--- config.mk ---
export PLATFORM = sky130hd
export DESIGN_NAME = pipe_core_top
export DESIGN_NICKNAME = d
export VERILOG_FILES = /design/src/pipe_pkg.sv /design/src/operand_if.sv /design/src/reg_file.sv /design/src/forward_select.sv /design/src/operand_muxes.sv /design/src/exec_stage.sv /design/src/freeze_ctrl.sv /design/src/stall_timer.sv /design/src/pipe_core_top.sv
export SDC_FILE = /design/constraint.sdc
export NUM_CORES = 2
export LEC_CHECK = 0
export BUFFER_PORTS_ARGS = -buffer_cell sky130_fd_sc_hd__buf_4
export CAP_MARGIN = 30
export CELL_PAD_IN_SITES_DETAIL_PLACEMENT = 0
export CELL_PAD_IN_SITES_GLOBAL_PLACEMENT = 1
export CORE_UTILIZATION = 54
export DETAILED_ROUTE_END_ITERATION = 16
export PLACE_DENSITY = 0.93
export SLEW_MARGIN = 25
export SYNTH_ARGS = -nofsm -noshare
export SYNTH_HDL_FRONTEND = slang
export SYNTH_SLANG_ARGS = --single-unit
--- constraint.sdc ---
create_clock -name clk -period 10.4 [get_ports clk]
set_input_delay 1.56 -clock clk [delete_from_list [all_inputs] [get_ports clk]]
set_output_delay 1.56 -clock clk [all_outputs]
set_load 0.02 [all_outputs]
--- src/pipe_pkg.sv ---
// Shared widths, opcodes, operand source codes and freeze timing for the
// integer pipeline slice. Every design file refers to these definitions by
// scoped name.

`default_nettype none

package pipe_pkg;

	// Data path and register file geometry
	localparam int WORD_W   = 32;
	localparam int IMM_W    = 16;
	localparam int REG_AW   = 4;
	localparam int NUM_REGS = 1 << REG_AW;
	localparam int SEL_W    = 2;
	localparam int COUNT_W  = 3;

	// Freeze lengths
	localparam int MUL_CYCLES   = 3;
	localparam int STALL_CYCLES = 4;

	typedef logic [WORD_W-1:0]  word_t;
	typedef logic [IMM_W-1:0]   imm_t;
	typedef logic [REG_AW-1:0]  reg_addr_t;
	typedef logic [COUNT_W-1:0] count_t;

	typedef enum logic [2:0] {
		OP_ADD  = 3'd0,
		OP_SUB  = 3'd1,
		OP_AND  = 3'd2,
		OP_OR   = 3'd3,
		OP_XOR  = 3'd4,
		OP_ADDI = 3'd5,
		OP_MUL  = 3'd6
	} opcode_t;

	// Operand source codes shared by the hazard compare and the operand muxes
	typedef enum logic [SEL_W-1:0] {
		SEL_RF  = 2'd0,
		SEL_IMM = 2'd1,
		SEL_EX  = 2'd2,
		SEL_WB  = 2'd3
	} sel_t;

	typedef enum logic [1:0] {
		FS_RUN   = 2'd0,
		FS_MUL   = 2'd1,
		FS_STALL = 2'd2
	} freeze_state_t;

endpackage

`default_nettype wire

--- src/operand_if.sv ---
// Bundle of every candidate operand value and the two source-select codes.
// Register file, execute stage and hazard compare drive it through the
// source modport; the operand stage reads it all through sink.

`default_nettype none

interface operand_if;

	pipe_pkg::word_t rf_data_a;
	pipe_pkg::word_t rf_data_b;
	// Combinational ALU result of the instruction in EX
	pipe_pkg::word_t ex_forw;
	// Result held in the WB register
	pipe_pkg::word_t wb_forw;
	// Sign-extended ID immediate, driven from the top
	pipe_pkg::word_t simm;
	pipe_pkg::sel_t  sel_a;
	pipe_pkg::sel_t  sel_b;

	modport source (output rf_data_a, rf_data_b, ex_forw, wb_forw, sel_a, sel_b);
	modport sink (input rf_data_a, rf_data_b, ex_forw, wb_forw, simm, sel_a, sel_b);

endinterface

`default_nettype wire

--- src/reg_file.sv ---
// General purpose register file, 16 words of 32 bits.
// Two combinational read ports feed the operand bundle; the single write
// port is fed from WB. A write is seen by reads from the next cycle on.

`default_nettype none

module reg_file (
	input  wire logic                clk,
	input  wire logic                reset,
	input  wire pipe_pkg::reg_addr_t rd_addr_a,
	input  wire pipe_pkg::reg_addr_t rd_addr_b,
	input  wire logic                wr_en,
	input  wire pipe_pkg::reg_addr_t wr_addr,
	input  wire pipe_pkg::word_t     wr_data,
	operand_if.source                ops
);

	pipe_pkg::word_t regs [pipe_pkg::NUM_REGS];

	// Register array, whole file cleared on reset
	always_ff @(posedge clk) begin
		if (reset) begin
			for (int i = 0; i < pipe_pkg::NUM_REGS; i++) begin
				regs[i] <= '0;
			end
		end else if (wr_en && (wr_addr != '0)) begin
			regs[wr_addr] <= wr_data;
		end
	end

	// Register 0 is hardwired to zero
	assign ops.rf_data_a = (rd_addr_a == '0) ? '0 : regs[rd_addr_a];
	assign ops.rf_data_b = (rd_addr_b == '0) ? '0 : regs[rd_addr_b];

endmodule

`default_nettype wire

--- src/forward_select.sv ---
// Decode-stage hazard compare.
// Checks each ID source register against the EX and WB destinations and
// emits the operand source codes. EX is younger, so it wins over WB.

`default_nettype none

module forward_select (
	input  wire pipe_pkg::opcode_t   id_op,
	input  wire pipe_pkg::reg_addr_t id_ra,
	input  wire pipe_pkg::reg_addr_t id_rb,
	input  wire logic                ex_valid,
	input  wire pipe_pkg::reg_addr_t ex_rd,
	input  wire logic                wb_valid,
	input  wire pipe_pkg::reg_addr_t wb_rd,
	operand_if.source                ops
);

	// Source code for one register operand
	function automatic pipe_pkg::sel_t pick_src(input pipe_pkg::reg_addr_t src);
		pipe_pkg::sel_t sel;
		sel = pipe_pkg::SEL_RF;
		// r0 always comes from the file, which reads zero
		if (src != '0) begin
			if (ex_valid && (ex_rd == src)) begin
				sel = pipe_pkg::SEL_EX;
			end else if (wb_valid && (wb_rd == src)) begin
				sel = pipe_pkg::SEL_WB;
			end
		end
		return sel;
	endfunction

	assign ops.sel_a = pick_src(id_ra);

	// ADDI takes the immediate, whatever rb happens to hold
	assign ops.sel_b = (id_op == pipe_pkg::OP_ADDI) ? pipe_pkg::SEL_IMM : pick_src(id_rb);

endmodule

`default_nettype wire

--- src/operand_muxes.sv ---
// Operand source muxes and the ID-to-EX operand registers.
// When only ID is frozen the registers capture the selected values once and
// keep them until both stages run again, so the held instruction enters EX
// with operands that were correct when it was first seen in ID.

`default_nettype none

module operand_muxes (
	input  wire logic            clk,
	input  wire logic            reset,
	input  wire logic            id_freeze,
	input  wire logic            ex_freeze,
	operand_if.sink              ops,
	output      pipe_pkg::word_t operand_a,
	output      pipe_pkg::word_t operand_b
);

	// Index 0 is operand A, index 1 is operand B
	pipe_pkg::word_t muxed [2];
	pipe_pkg::word_t oper  [2];
	logic [1:0]      saved;

	// One source mux, immediate only allowed where imm_ok is set
	function automatic pipe_pkg::word_t src_mux(
		input pipe_pkg::sel_t  sel,
		input pipe_pkg::word_t rf_data,
		input logic            imm_ok
	);
		pipe_pkg::word_t val;
		case (sel)
			pipe_pkg::SEL_EX:  val = ops.ex_forw;
			pipe_pkg::SEL_WB:  val = ops.wb_forw;
			pipe_pkg::SEL_IMM: val = imm_ok ? ops.simm : rf_data;
			default:           val = rf_data;
		endcase
		return val;
	endfunction

	assign muxed[0] = src_mux(ops.sel_a, ops.rf_data_a, 1'b0);
	assign muxed[1] = src_mux(ops.sel_b, ops.rf_data_b, 1'b1);

	////////////////////////////////////////////////////////////////////////////
	// Operand registers with save-on-ID-freeze
	////////////////////////////////////////////////////////////////////////////

	always_ff @(posedge clk) begin
		if (reset) begin
			for (int i = 0; i < 2; i++) begin
				oper[i] <= '0;
			end
			saved <= '0;
		end else begin
			for (int i = 0; i < 2; i++) begin
				if (!ex_freeze && !saved[i]) begin
					oper[i] <= muxed[i];
					// First cycle of an ID-only freeze, keep this value
					if (id_freeze) begin
						saved[i] <= 1'b1;
					end
				end else if (!ex_freeze && !id_freeze) begin
					saved[i] <= 1'b0;
				end
			end
		end
	end

	assign operand_a = oper[0];
	assign operand_b = oper[1];

endmodule

`default_nettype wire

--- src/exec_stage.sv ---
// Execute stage and WB register.
// Holds the EX control fields, computes the ALU result from the registered
// operands and latches it into WB. Both results are fed back for forwarding.

`default_nettype none

module exec_stage (
	input  wire logic                clk,
	input  wire logic                reset,
	input  wire logic                id_freeze,
	input  wire logic                ex_freeze,
	input  wire logic                id_valid,
	input  wire pipe_pkg::opcode_t   id_op,
	input  wire pipe_pkg::reg_addr_t id_rd,
	input  wire pipe_pkg::word_t     operand_a,
	input  wire pipe_pkg::word_t     operand_b,
	output      logic                ex_valid_out,
	output      pipe_pkg::opcode_t   ex_op_out,
	output      pipe_pkg::reg_addr_t ex_rd_out,
	operand_if.source                ops,
	output      logic                wb_valid,
	output      pipe_pkg::reg_addr_t wb_rd,
	output      pipe_pkg::word_t     wb_data
);

	pipe_pkg::word_t alu_out;

	// EX control, bubble when only ID is frozen, hold when EX is frozen
	always_ff @(posedge clk) begin
		if (reset) begin
			ex_valid_out <= 1'b0;
		end else if (!ex_freeze) begin
			ex_valid_out <= id_valid && !id_freeze;
		end
	end

	always_ff @(posedge clk) begin
		if (!ex_freeze && !id_freeze) begin
			ex_op_out <= id_op;
			ex_rd_out <= id_rd;
		end
	end

	// ALU, all arithmetic wraps at 32 bits
	always_comb begin
		case (ex_op_out)
			pipe_pkg::OP_SUB: alu_out = operand_a - operand_b;
			pipe_pkg::OP_AND: alu_out = operand_a & operand_b;
			pipe_pkg::OP_OR:  alu_out = operand_a | operand_b;
			pipe_pkg::OP_XOR: alu_out = operand_a ^ operand_b;
			pipe_pkg::OP_MUL: alu_out = operand_a * operand_b;
			default:          alu_out = operand_a + operand_b;
		endcase
	end

	// WB register, gets a bubble while EX is frozen
	always_ff @(posedge clk) begin
		if (reset) begin
			wb_valid <= 1'b0;
		end else begin
			wb_valid <= ex_valid_out && !ex_freeze;
		end
	end

	always_ff @(posedge clk) begin
		if (!ex_freeze) begin
			wb_rd   <= ex_rd_out;
			wb_data <= alu_out;
		end
	end

	assign ops.ex_forw = alu_out;
	assign ops.wb_forw = wb_data;

endmodule

`default_nettype wire

--- src/freeze_ctrl.sv ---
// Freeze controller.
// A MUL reaching EX freezes ID and EX together until the timer expires;
// a stall request freezes only ID for a fixed number of cycles.

`default_nettype none

module freeze_ctrl (
	input  wire logic              clk,
	input  wire logic              reset,
	input  wire logic              ex_valid,
	input  wire pipe_pkg::opcode_t ex_op,
	input  wire logic              stall_req,
	input  wire logic              timer_done,
	output      logic              timer_load,
	output      pipe_pkg::count_t  timer_value,
	output      logic              id_freeze,
	output      logic              ex_freeze
);

	pipe_pkg::freeze_state_t state;
	pipe_pkg::freeze_state_t state_nxt;
	logic                    counted;
	logic                    mul_start;

	// New MUL in EX, freeze starts in this same cycle
	assign mul_start = (state == pipe_pkg::FS_RUN) && ex_valid &&
		(ex_op == pipe_pkg::OP_MUL) && !counted;

	always_comb begin
		state_nxt   = state;
		timer_load  = 1'b0;
		timer_value = '0;
		case (state)
			pipe_pkg::FS_RUN: begin
				if (mul_start) begin
					timer_load  = 1'b1;
					timer_value = pipe_pkg::count_t'(pipe_pkg::MUL_CYCLES - 1);
					state_nxt   = pipe_pkg::FS_MUL;
				end else if (stall_req) begin
					timer_load  = 1'b1;
					timer_value = pipe_pkg::count_t'(pipe_pkg::STALL_CYCLES);
					state_nxt   = pipe_pkg::FS_STALL;
				end
			end
			pipe_pkg::FS_MUL, pipe_pkg::FS_STALL: begin
				if (timer_done) begin
					state_nxt = pipe_pkg::FS_RUN;
				end
			end
			default: state_nxt = pipe_pkg::FS_RUN;
		endcase
	end

	always_ff @(posedge clk) begin
		if (reset) begin
			state   <= pipe_pkg::FS_RUN;
			counted <= 1'b0;
		end else begin
			state <= state_nxt;
			// Marks the MUL in EX as already timed until EX moves on
			if (mul_start) begin
				counted <= 1'b1;
			end else if (!ex_freeze) begin
				counted <= 1'b0;
			end
		end
	end

	// MUL releases EX in the timer's last cycle so it leaves on that edge
	assign ex_freeze = mul_start || ((state == pipe_pkg::FS_MUL) && !timer_done);
	assign id_freeze = ex_freeze || (state == pipe_pkg::FS_STALL);

endmodule

`default_nettype wire

--- src/stall_timer.sv ---
// Down-counter for freeze lengths.
// Loaded by the freeze controller; done marks the last counted cycle.

`default_nettype none

module stall_timer (
	input  wire logic             clk,
	input  wire logic             reset,
	input  wire logic             load,
	input  wire pipe_pkg::count_t value,
	output      logic             done
);

	// Zero means idle
	pipe_pkg::count_t count;

	always_ff @(posedge clk) begin
		if (reset) begin
			count <= '0;
		end else if (load) begin
			count <= value;
		end else if (count != '0) begin
			count <= count - pipe_pkg::count_t'(1);
		end
	end

	// Count of one is the last counted cycle
	assign done = (count == pipe_pkg::count_t'(1));

endmodule

`default_nettype wire

--- src/pipe_core_top.sv ---
// Top of the integer pipeline slice.
// Accepts one instruction per cycle on plain ports when ready is high, holds
// it in the ID register and wires up operand selection, execute, WB and the
// freeze logic. Results leave on the wb_* ports as one-cycle strobes.

`default_nettype none

module pipe_core_top (
	input  wire logic                clk,
	input  wire logic                reset,
	input  wire logic                instr_valid,
	input  wire pipe_pkg::opcode_t   instr_op,
	input  wire pipe_pkg::reg_addr_t instr_rd,
	input  wire pipe_pkg::reg_addr_t instr_ra,
	input  wire pipe_pkg::reg_addr_t instr_rb,
	input  wire pipe_pkg::imm_t      instr_imm,
	input  wire logic                stall_req,
	output      logic                ready,
	output      logic                wb_valid,
	output      pipe_pkg::reg_addr_t wb_rd,
	output      pipe_pkg::word_t     wb_data
);

	// ID stage instruction
	logic                id_valid;
	pipe_pkg::opcode_t   id_op;
	pipe_pkg::reg_addr_t id_rd;
	pipe_pkg::reg_addr_t id_ra;
	pipe_pkg::reg_addr_t id_rb;
	pipe_pkg::imm_t      id_imm;

	logic                id_freeze;
	logic                ex_freeze;
	logic                ex_valid;
	pipe_pkg::opcode_t   ex_op;
	pipe_pkg::reg_addr_t ex_rd;
	pipe_pkg::word_t     operand_a;
	pipe_pkg::word_t     operand_b;
	logic                timer_load;
	pipe_pkg::count_t    timer_value;
	logic                timer_done;

	operand_if ops ();

	assign ready = !id_freeze;

	////////////////////////////////////////////////////////////////////////////
	// ID register, empties when it passes to EX with nothing new accepted
	////////////////////////////////////////////////////////////////////////////

	always_ff @(posedge clk) begin
		if (reset) begin
			id_valid <= 1'b0;
		end else if (!id_freeze) begin
			id_valid <= instr_valid;
		end
	end

	always_ff @(posedge clk) begin
		if (!id_freeze && instr_valid) begin
			id_op  <= instr_op;
			id_rd  <= instr_rd;
			id_ra  <= instr_ra;
			id_rb  <= instr_rb;
			id_imm <= instr_imm;
		end
	end

	assign ops.simm = {{(pipe_pkg::WORD_W - pipe_pkg::IMM_W){id_imm[pipe_pkg::IMM_W-1]}}, id_imm};

	reg_file u_reg_file (
		.clk       (clk),
		.reset     (reset),
		.rd_addr_a (id_ra),
		.rd_addr_b (id_rb),
		.wr_en     (wb_valid),
		.wr_addr   (wb_rd),
		.wr_data   (wb_data),
		.ops       (ops.source)
	);

	forward_select u_forward_select (
		.id_op    (id_op),
		.id_ra    (id_ra),
		.id_rb    (id_rb),
		.ex_valid (ex_valid),
		.ex_rd    (ex_rd),
		.wb_valid (wb_valid),
		.wb_rd    (wb_rd),
		.ops      (ops.source)
	);

	operand_muxes u_operand_muxes (
		.clk       (clk),
		.reset     (reset),
		.id_freeze (id_freeze),
		.ex_freeze (ex_freeze),
		.ops       (ops.sink),
		.operand_a (operand_a),
		.operand_b (operand_b)
	);

	exec_stage u_exec_stage (
		.clk          (clk),
		.reset        (reset),
		.id_freeze    (id_freeze),
		.ex_freeze    (ex_freeze),
		.id_valid     (id_valid),
		.id_op        (id_op),
		.id_rd        (id_rd),
		.operand_a    (operand_a),
		.operand_b    (operand_b),
		.ex_valid_out (ex_valid),
		.ex_op_out    (ex_op),
		.ex_rd_out    (ex_rd),
		.ops          (ops.source),
		.wb_valid     (wb_valid),
		.wb_rd        (wb_rd),
		.wb_data      (wb_data)
	);

	freeze_ctrl u_freeze_ctrl (
		.clk         (clk),
		.reset       (reset),
		.ex_valid    (ex_valid),
		.ex_op       (ex_op),
		.stall_req   (stall_req),
		.timer_done  (timer_done),
		.timer_load  (timer_load),
		.timer_value (timer_value),
		.id_freeze   (id_freeze),
		.ex_freeze   (ex_freeze)
	);

	stall_timer u_stall_timer (
		.clk   (clk),
		.reset (reset),
		.load  (timer_load),
		.value (timer_value),
		.done  (timer_done)
	);

endmodule

`default_nettype wire

==> results by group <==
GRT
  – GRT Util Overall: between 30 and 40%
  – Global-route wire length before repair: roughly 240 mm
  – Largest net degree at the start of global routing: between 80 and 90
  – Antenna violations before repair: 2
  – Vias in the first global route: roughly 38000
  – Remaining global-route overflow: 0

Critical path
  – Worst path most repeated cell: fa_1
  – Worst reg2reg endpoint: u_operand_muxes.oper[0][56]
  – Worst Setup Start Kind: flop
  – Req. time, crit path: 10780 ps
  – Critical path's top delay family: adder cells
  – CP max stage cell: clkinv_1
  – Reg-to-reg startpoint: u_operand_muxes.oper[0][5]
  – Critical path endpoint category: flop
  – Maximum fanout along the worst path: 18
  – CP bufs+invs: 3
  – Max incr delay on CP: 1000 ps
  – R2R Setup Slk: 1330 ps
  – Worst EP arrival: 9440 ps
  – Worst Reg2Reg Path Length in Cells: 23
  – WS Path Type: reg -> reg
  – Crit-path cells: clkinv_1, nor2_1, fa_1, fa_1, inv_1, fa_1, fa_1, inv_1, ha_1, ha_1, fa_1, fa_1, ha_1, a21o_1, a21oi_1, a21boi_0, a41o_1, a41oi_4, o21ai_0, a21oi_1, o211ai_1, a21oi_1, o22ai_1

Power and ir drop
  – Cell Pwr Density: between 200 and 250 nW/um2
  – Tot Pwr: around 13 mW
  – Static Leakage: approximately 23 nW
  – Peak supply drop: ~0.29 mV

STA
  – Hold_ws: ~430 ps
  – Final Hold Fails: 0
  – Slew margin rel.: between 20% and 30%
  – Max Clk Rate: approximately 110 MHz
  – Worst Tran Pin Value: between 1000 and 1500 ps
  – Fin crit period: between 9000 and 10000 ps
  – Final Cycle Share: 87.2%
  – Clock skew: 21.0 ps
  – Slew Limit Fails: 0
  – Setup TNS: 0 ps
  – Final setup viols: 0
  – RSZ-0062 raised after global routing: false
  – Final worst setup slack: 1330 ps

CTS
  – Clock buffer depth: 3
  – Post-CTS setup buffers: 0
  – Root Buffer: clkbuf_16
  – Hold_buf cts: 0
  – Clock sink count: approximately 670
  – CTS tree: done
  – TritonCTS buffer count: 60
  – H-tree levels: 2
  – Post-cts sizing count: 0
  – Clock slew seen by the registers of the worst setup and hold paths: roughly 70 ps
  – Worst-Skew Late Latency: 650 ps

Hold path
  – Hold crit path type: reg -> reg
  – Hold Path Depth: 0
  – Hold_sp: id_rd[0]
  – Endpoint of the worst hold path: u_exec_stage.ex_rd_out[0]

Yosys
  – Synthesis-stage register bit count: ~670
  – Cell Area, Synth: 52100 um2
  – Syn avg cell area: 12.0 um2
  – Post-synth ARST share: 0%
  – Post-synthesis cell count: between 4000 and 5000
  – Distinct cell type count after synthesis: 84
  – Synth Warn #: 0
  – Seq/Total Area, Yosys: between 30% and 40%
  – Top FF cell, synth: edfxtp_1
  – Post-synth EDFFs: 650

Finish
  – # nets final: roughly 5000
  – Final Core Density: roughly 60%
  – P&R area growth vs syn: 8.28%
  – Share of layout cells above drive strength 1: 15.7%
  – Fin cells: ~5700
  – Fin area: roughly 56000 um2

Routing
  – Final wirelength: 164 mm
  – Vias/cell: 6.56
  – DR vias: about 37000
  – Wire length on met3: around 20 mm
  – DR WL/cell: between 20 and 30 um
  – Final ANT Viol Nets: 0
  – Drt initial violations: ~5000
  – Wl on met1: 55.6 mm
  – Detailed-route DRC error count: 0
  – Met2 WL: 76.6 mm
  – Pre-antenna DRT Iters: 8
  – Highest Signal Layer: met5

Die
  – Die area: about 100000 um2
  – Core box area: ~95000 um2
  – Die height: 313 um
  – Width of the die: roughly 310 um
  – Initial Utilization: a little over half
  – FP Rows: around 110
  – Top Ports: between 70 and 80

Place
  – RePlAce Congestion: between 1 and 1.5
  – Worst slack, placed: about 1600 ps
  – IO Port Bufs: between 70 and 80
  – Area after DPL: 54200 um2
  – Placed Instances: approximately 5500
  – Post-DP HPWL: roughly 110 mm

Job
  – Max-cap viol count: 0

Status
  – Status: finished clean
-- cell usage in the layout, fill, tap and decap left out, types with 129 or more instances in the layout --
master and instances:
edfxtp_1 650, and2_1 486, inv_1 463, fa_1 409, nor2_1 378, mux4_2 319, nand2_1 311, ha_1 225
buf_4 174, a21oi_1 129
-- Yosys cell counts (15+ instances only) --
| cell | count | area (um2) |
|---|---|---|
| edfxtp_1 | 650 | 19500 |
| and2_1 | 486 | 3040 |
| inv_1 | 465 | 1750 |
| fa_1 | 409 | 8190 |
| nor2_1 | 391 | 1470 |
| mux4_2 | 319 | 7180 |
| nand2_1 | 311 | 1170 |
| clkbuf_1 | 235 | 882 |
| ha_1 | 225 | 2820 |
| a21oi_1 | 129 | 646 |
| xnor2_1 | 114 | 998 |
| o21ai_0 | 83 | 415 |
| buf_1 | 41 | 154 |
| o22ai_1 | 38 | 238 |
| xor2_1 | 38 | 333 |
| a22oi_1 | 28 | 210 |
| a21o_1 | 26 | 195 |
| nand2b_1 | 22 | 138 |
| nor3_1 | 20 | 100 |
| a221oi_1 | 19 | 166 |
| dfxtp_1 | 19 | 380 |
| a222oi_1 | 18 | 180 |
| o21a_1 | 18 | 135 |
| or2_2 | 18 | 113 |
| nand3_1 | 17 | 85.1 |
| clkinv_1 | 16 | 60.1 |
| a31oi_1 | 15 | 93.8 |
-- worst max-delay path by stage --
| stage | start | to | slack (ps) | cells past startpoint |
|---|---|---|---|---|
| floorplan | u_operand_muxes.oper[0][36] | u_operand_muxes.oper[0][30] | 2870 | 28 |
| global placement | u_operand_muxes.oper[0][5] | u_operand_muxes.oper[0][30] | 1710 | 27 |
| detailed placement | u_operand_muxes.oper[0][5] | u_operand_muxes.oper[0][31] | 1580 | 25 |
| CTS | u_operand_muxes.oper[0][5] | u_operand_muxes.oper[0][56] | 1520 | 23 |
| global route | u_operand_muxes.oper[0][5] | u_operand_muxes.oper[0][31] | 1060 | 25 |
| finish | u_operand_muxes.oper[0][5] | u_operand_muxes.oper[0][56] | 1330 | 23 |
-- power by group --
part / switching (mW) / leakage, nW / internal, mW
combinational: 3.96 / 14.6 / 2.59
clock: 1.02 / 1.04 / 1.39
sequential: 0.479 / 6.94 / 3.23
-- per-layer routing --
| layer | global-route usage [%] | vias to the layer above |
|---|---|---|
| li1 | - | 15000 |
| met1 | 42.6 | 18600 |
| met2 | 53.8 | 2834 |
| met3 | 7.59 | 693 |
| met4 | 21.1 | 2 |
| met5 | 0 | - |
-- flip-flops by register name, indices dropped and copies added, names as in the netlist, 2 cells and up, named ones only --
signal	flops
u_exec_stage.ops.wb_forw	32
u_operand_muxes.oper	64
u_exec_stage.wb_rd	4
u_stall_timer.count	3
u_freeze_ctrl.state	2
u_operand_muxes.saved	2
id_imm	16
id_ra	4
u_exec_stage.ex_op_out	3
id_rb	4
u_exec_stage.ex_rd_out	4
id_op	3
id_rd	4
u_reg_file.regs	512
-- cell families after synthesis --
group	count (synthesis)	synth area share (%)
XOR/XNOR	152	2.55
AO/OA/AOI/OAI	448	5.64
flip-flops	669	38.2
multiplexers	342	14.3
other	1	0.00719
buffers and inverters	781	5.76
AND/OR/NAND/NOR	1319	12.5
adder cells (fa/ha/maj)	634	21.1
-- final cells by class --
class / count / area, um2
fillers: 7474 / 38800
multi-input cells: 2927 / 29500
flip-flops and latches: 669 / 19900
inverters: 491 / 1840
clock buffers: 77 / 1650
well taps: 1265 / 1580
repair buffers: 184 / 1520
clock inverters: 37 / 469
diodes: 3 / 7.51
Power figures use the tool's default switching activity.
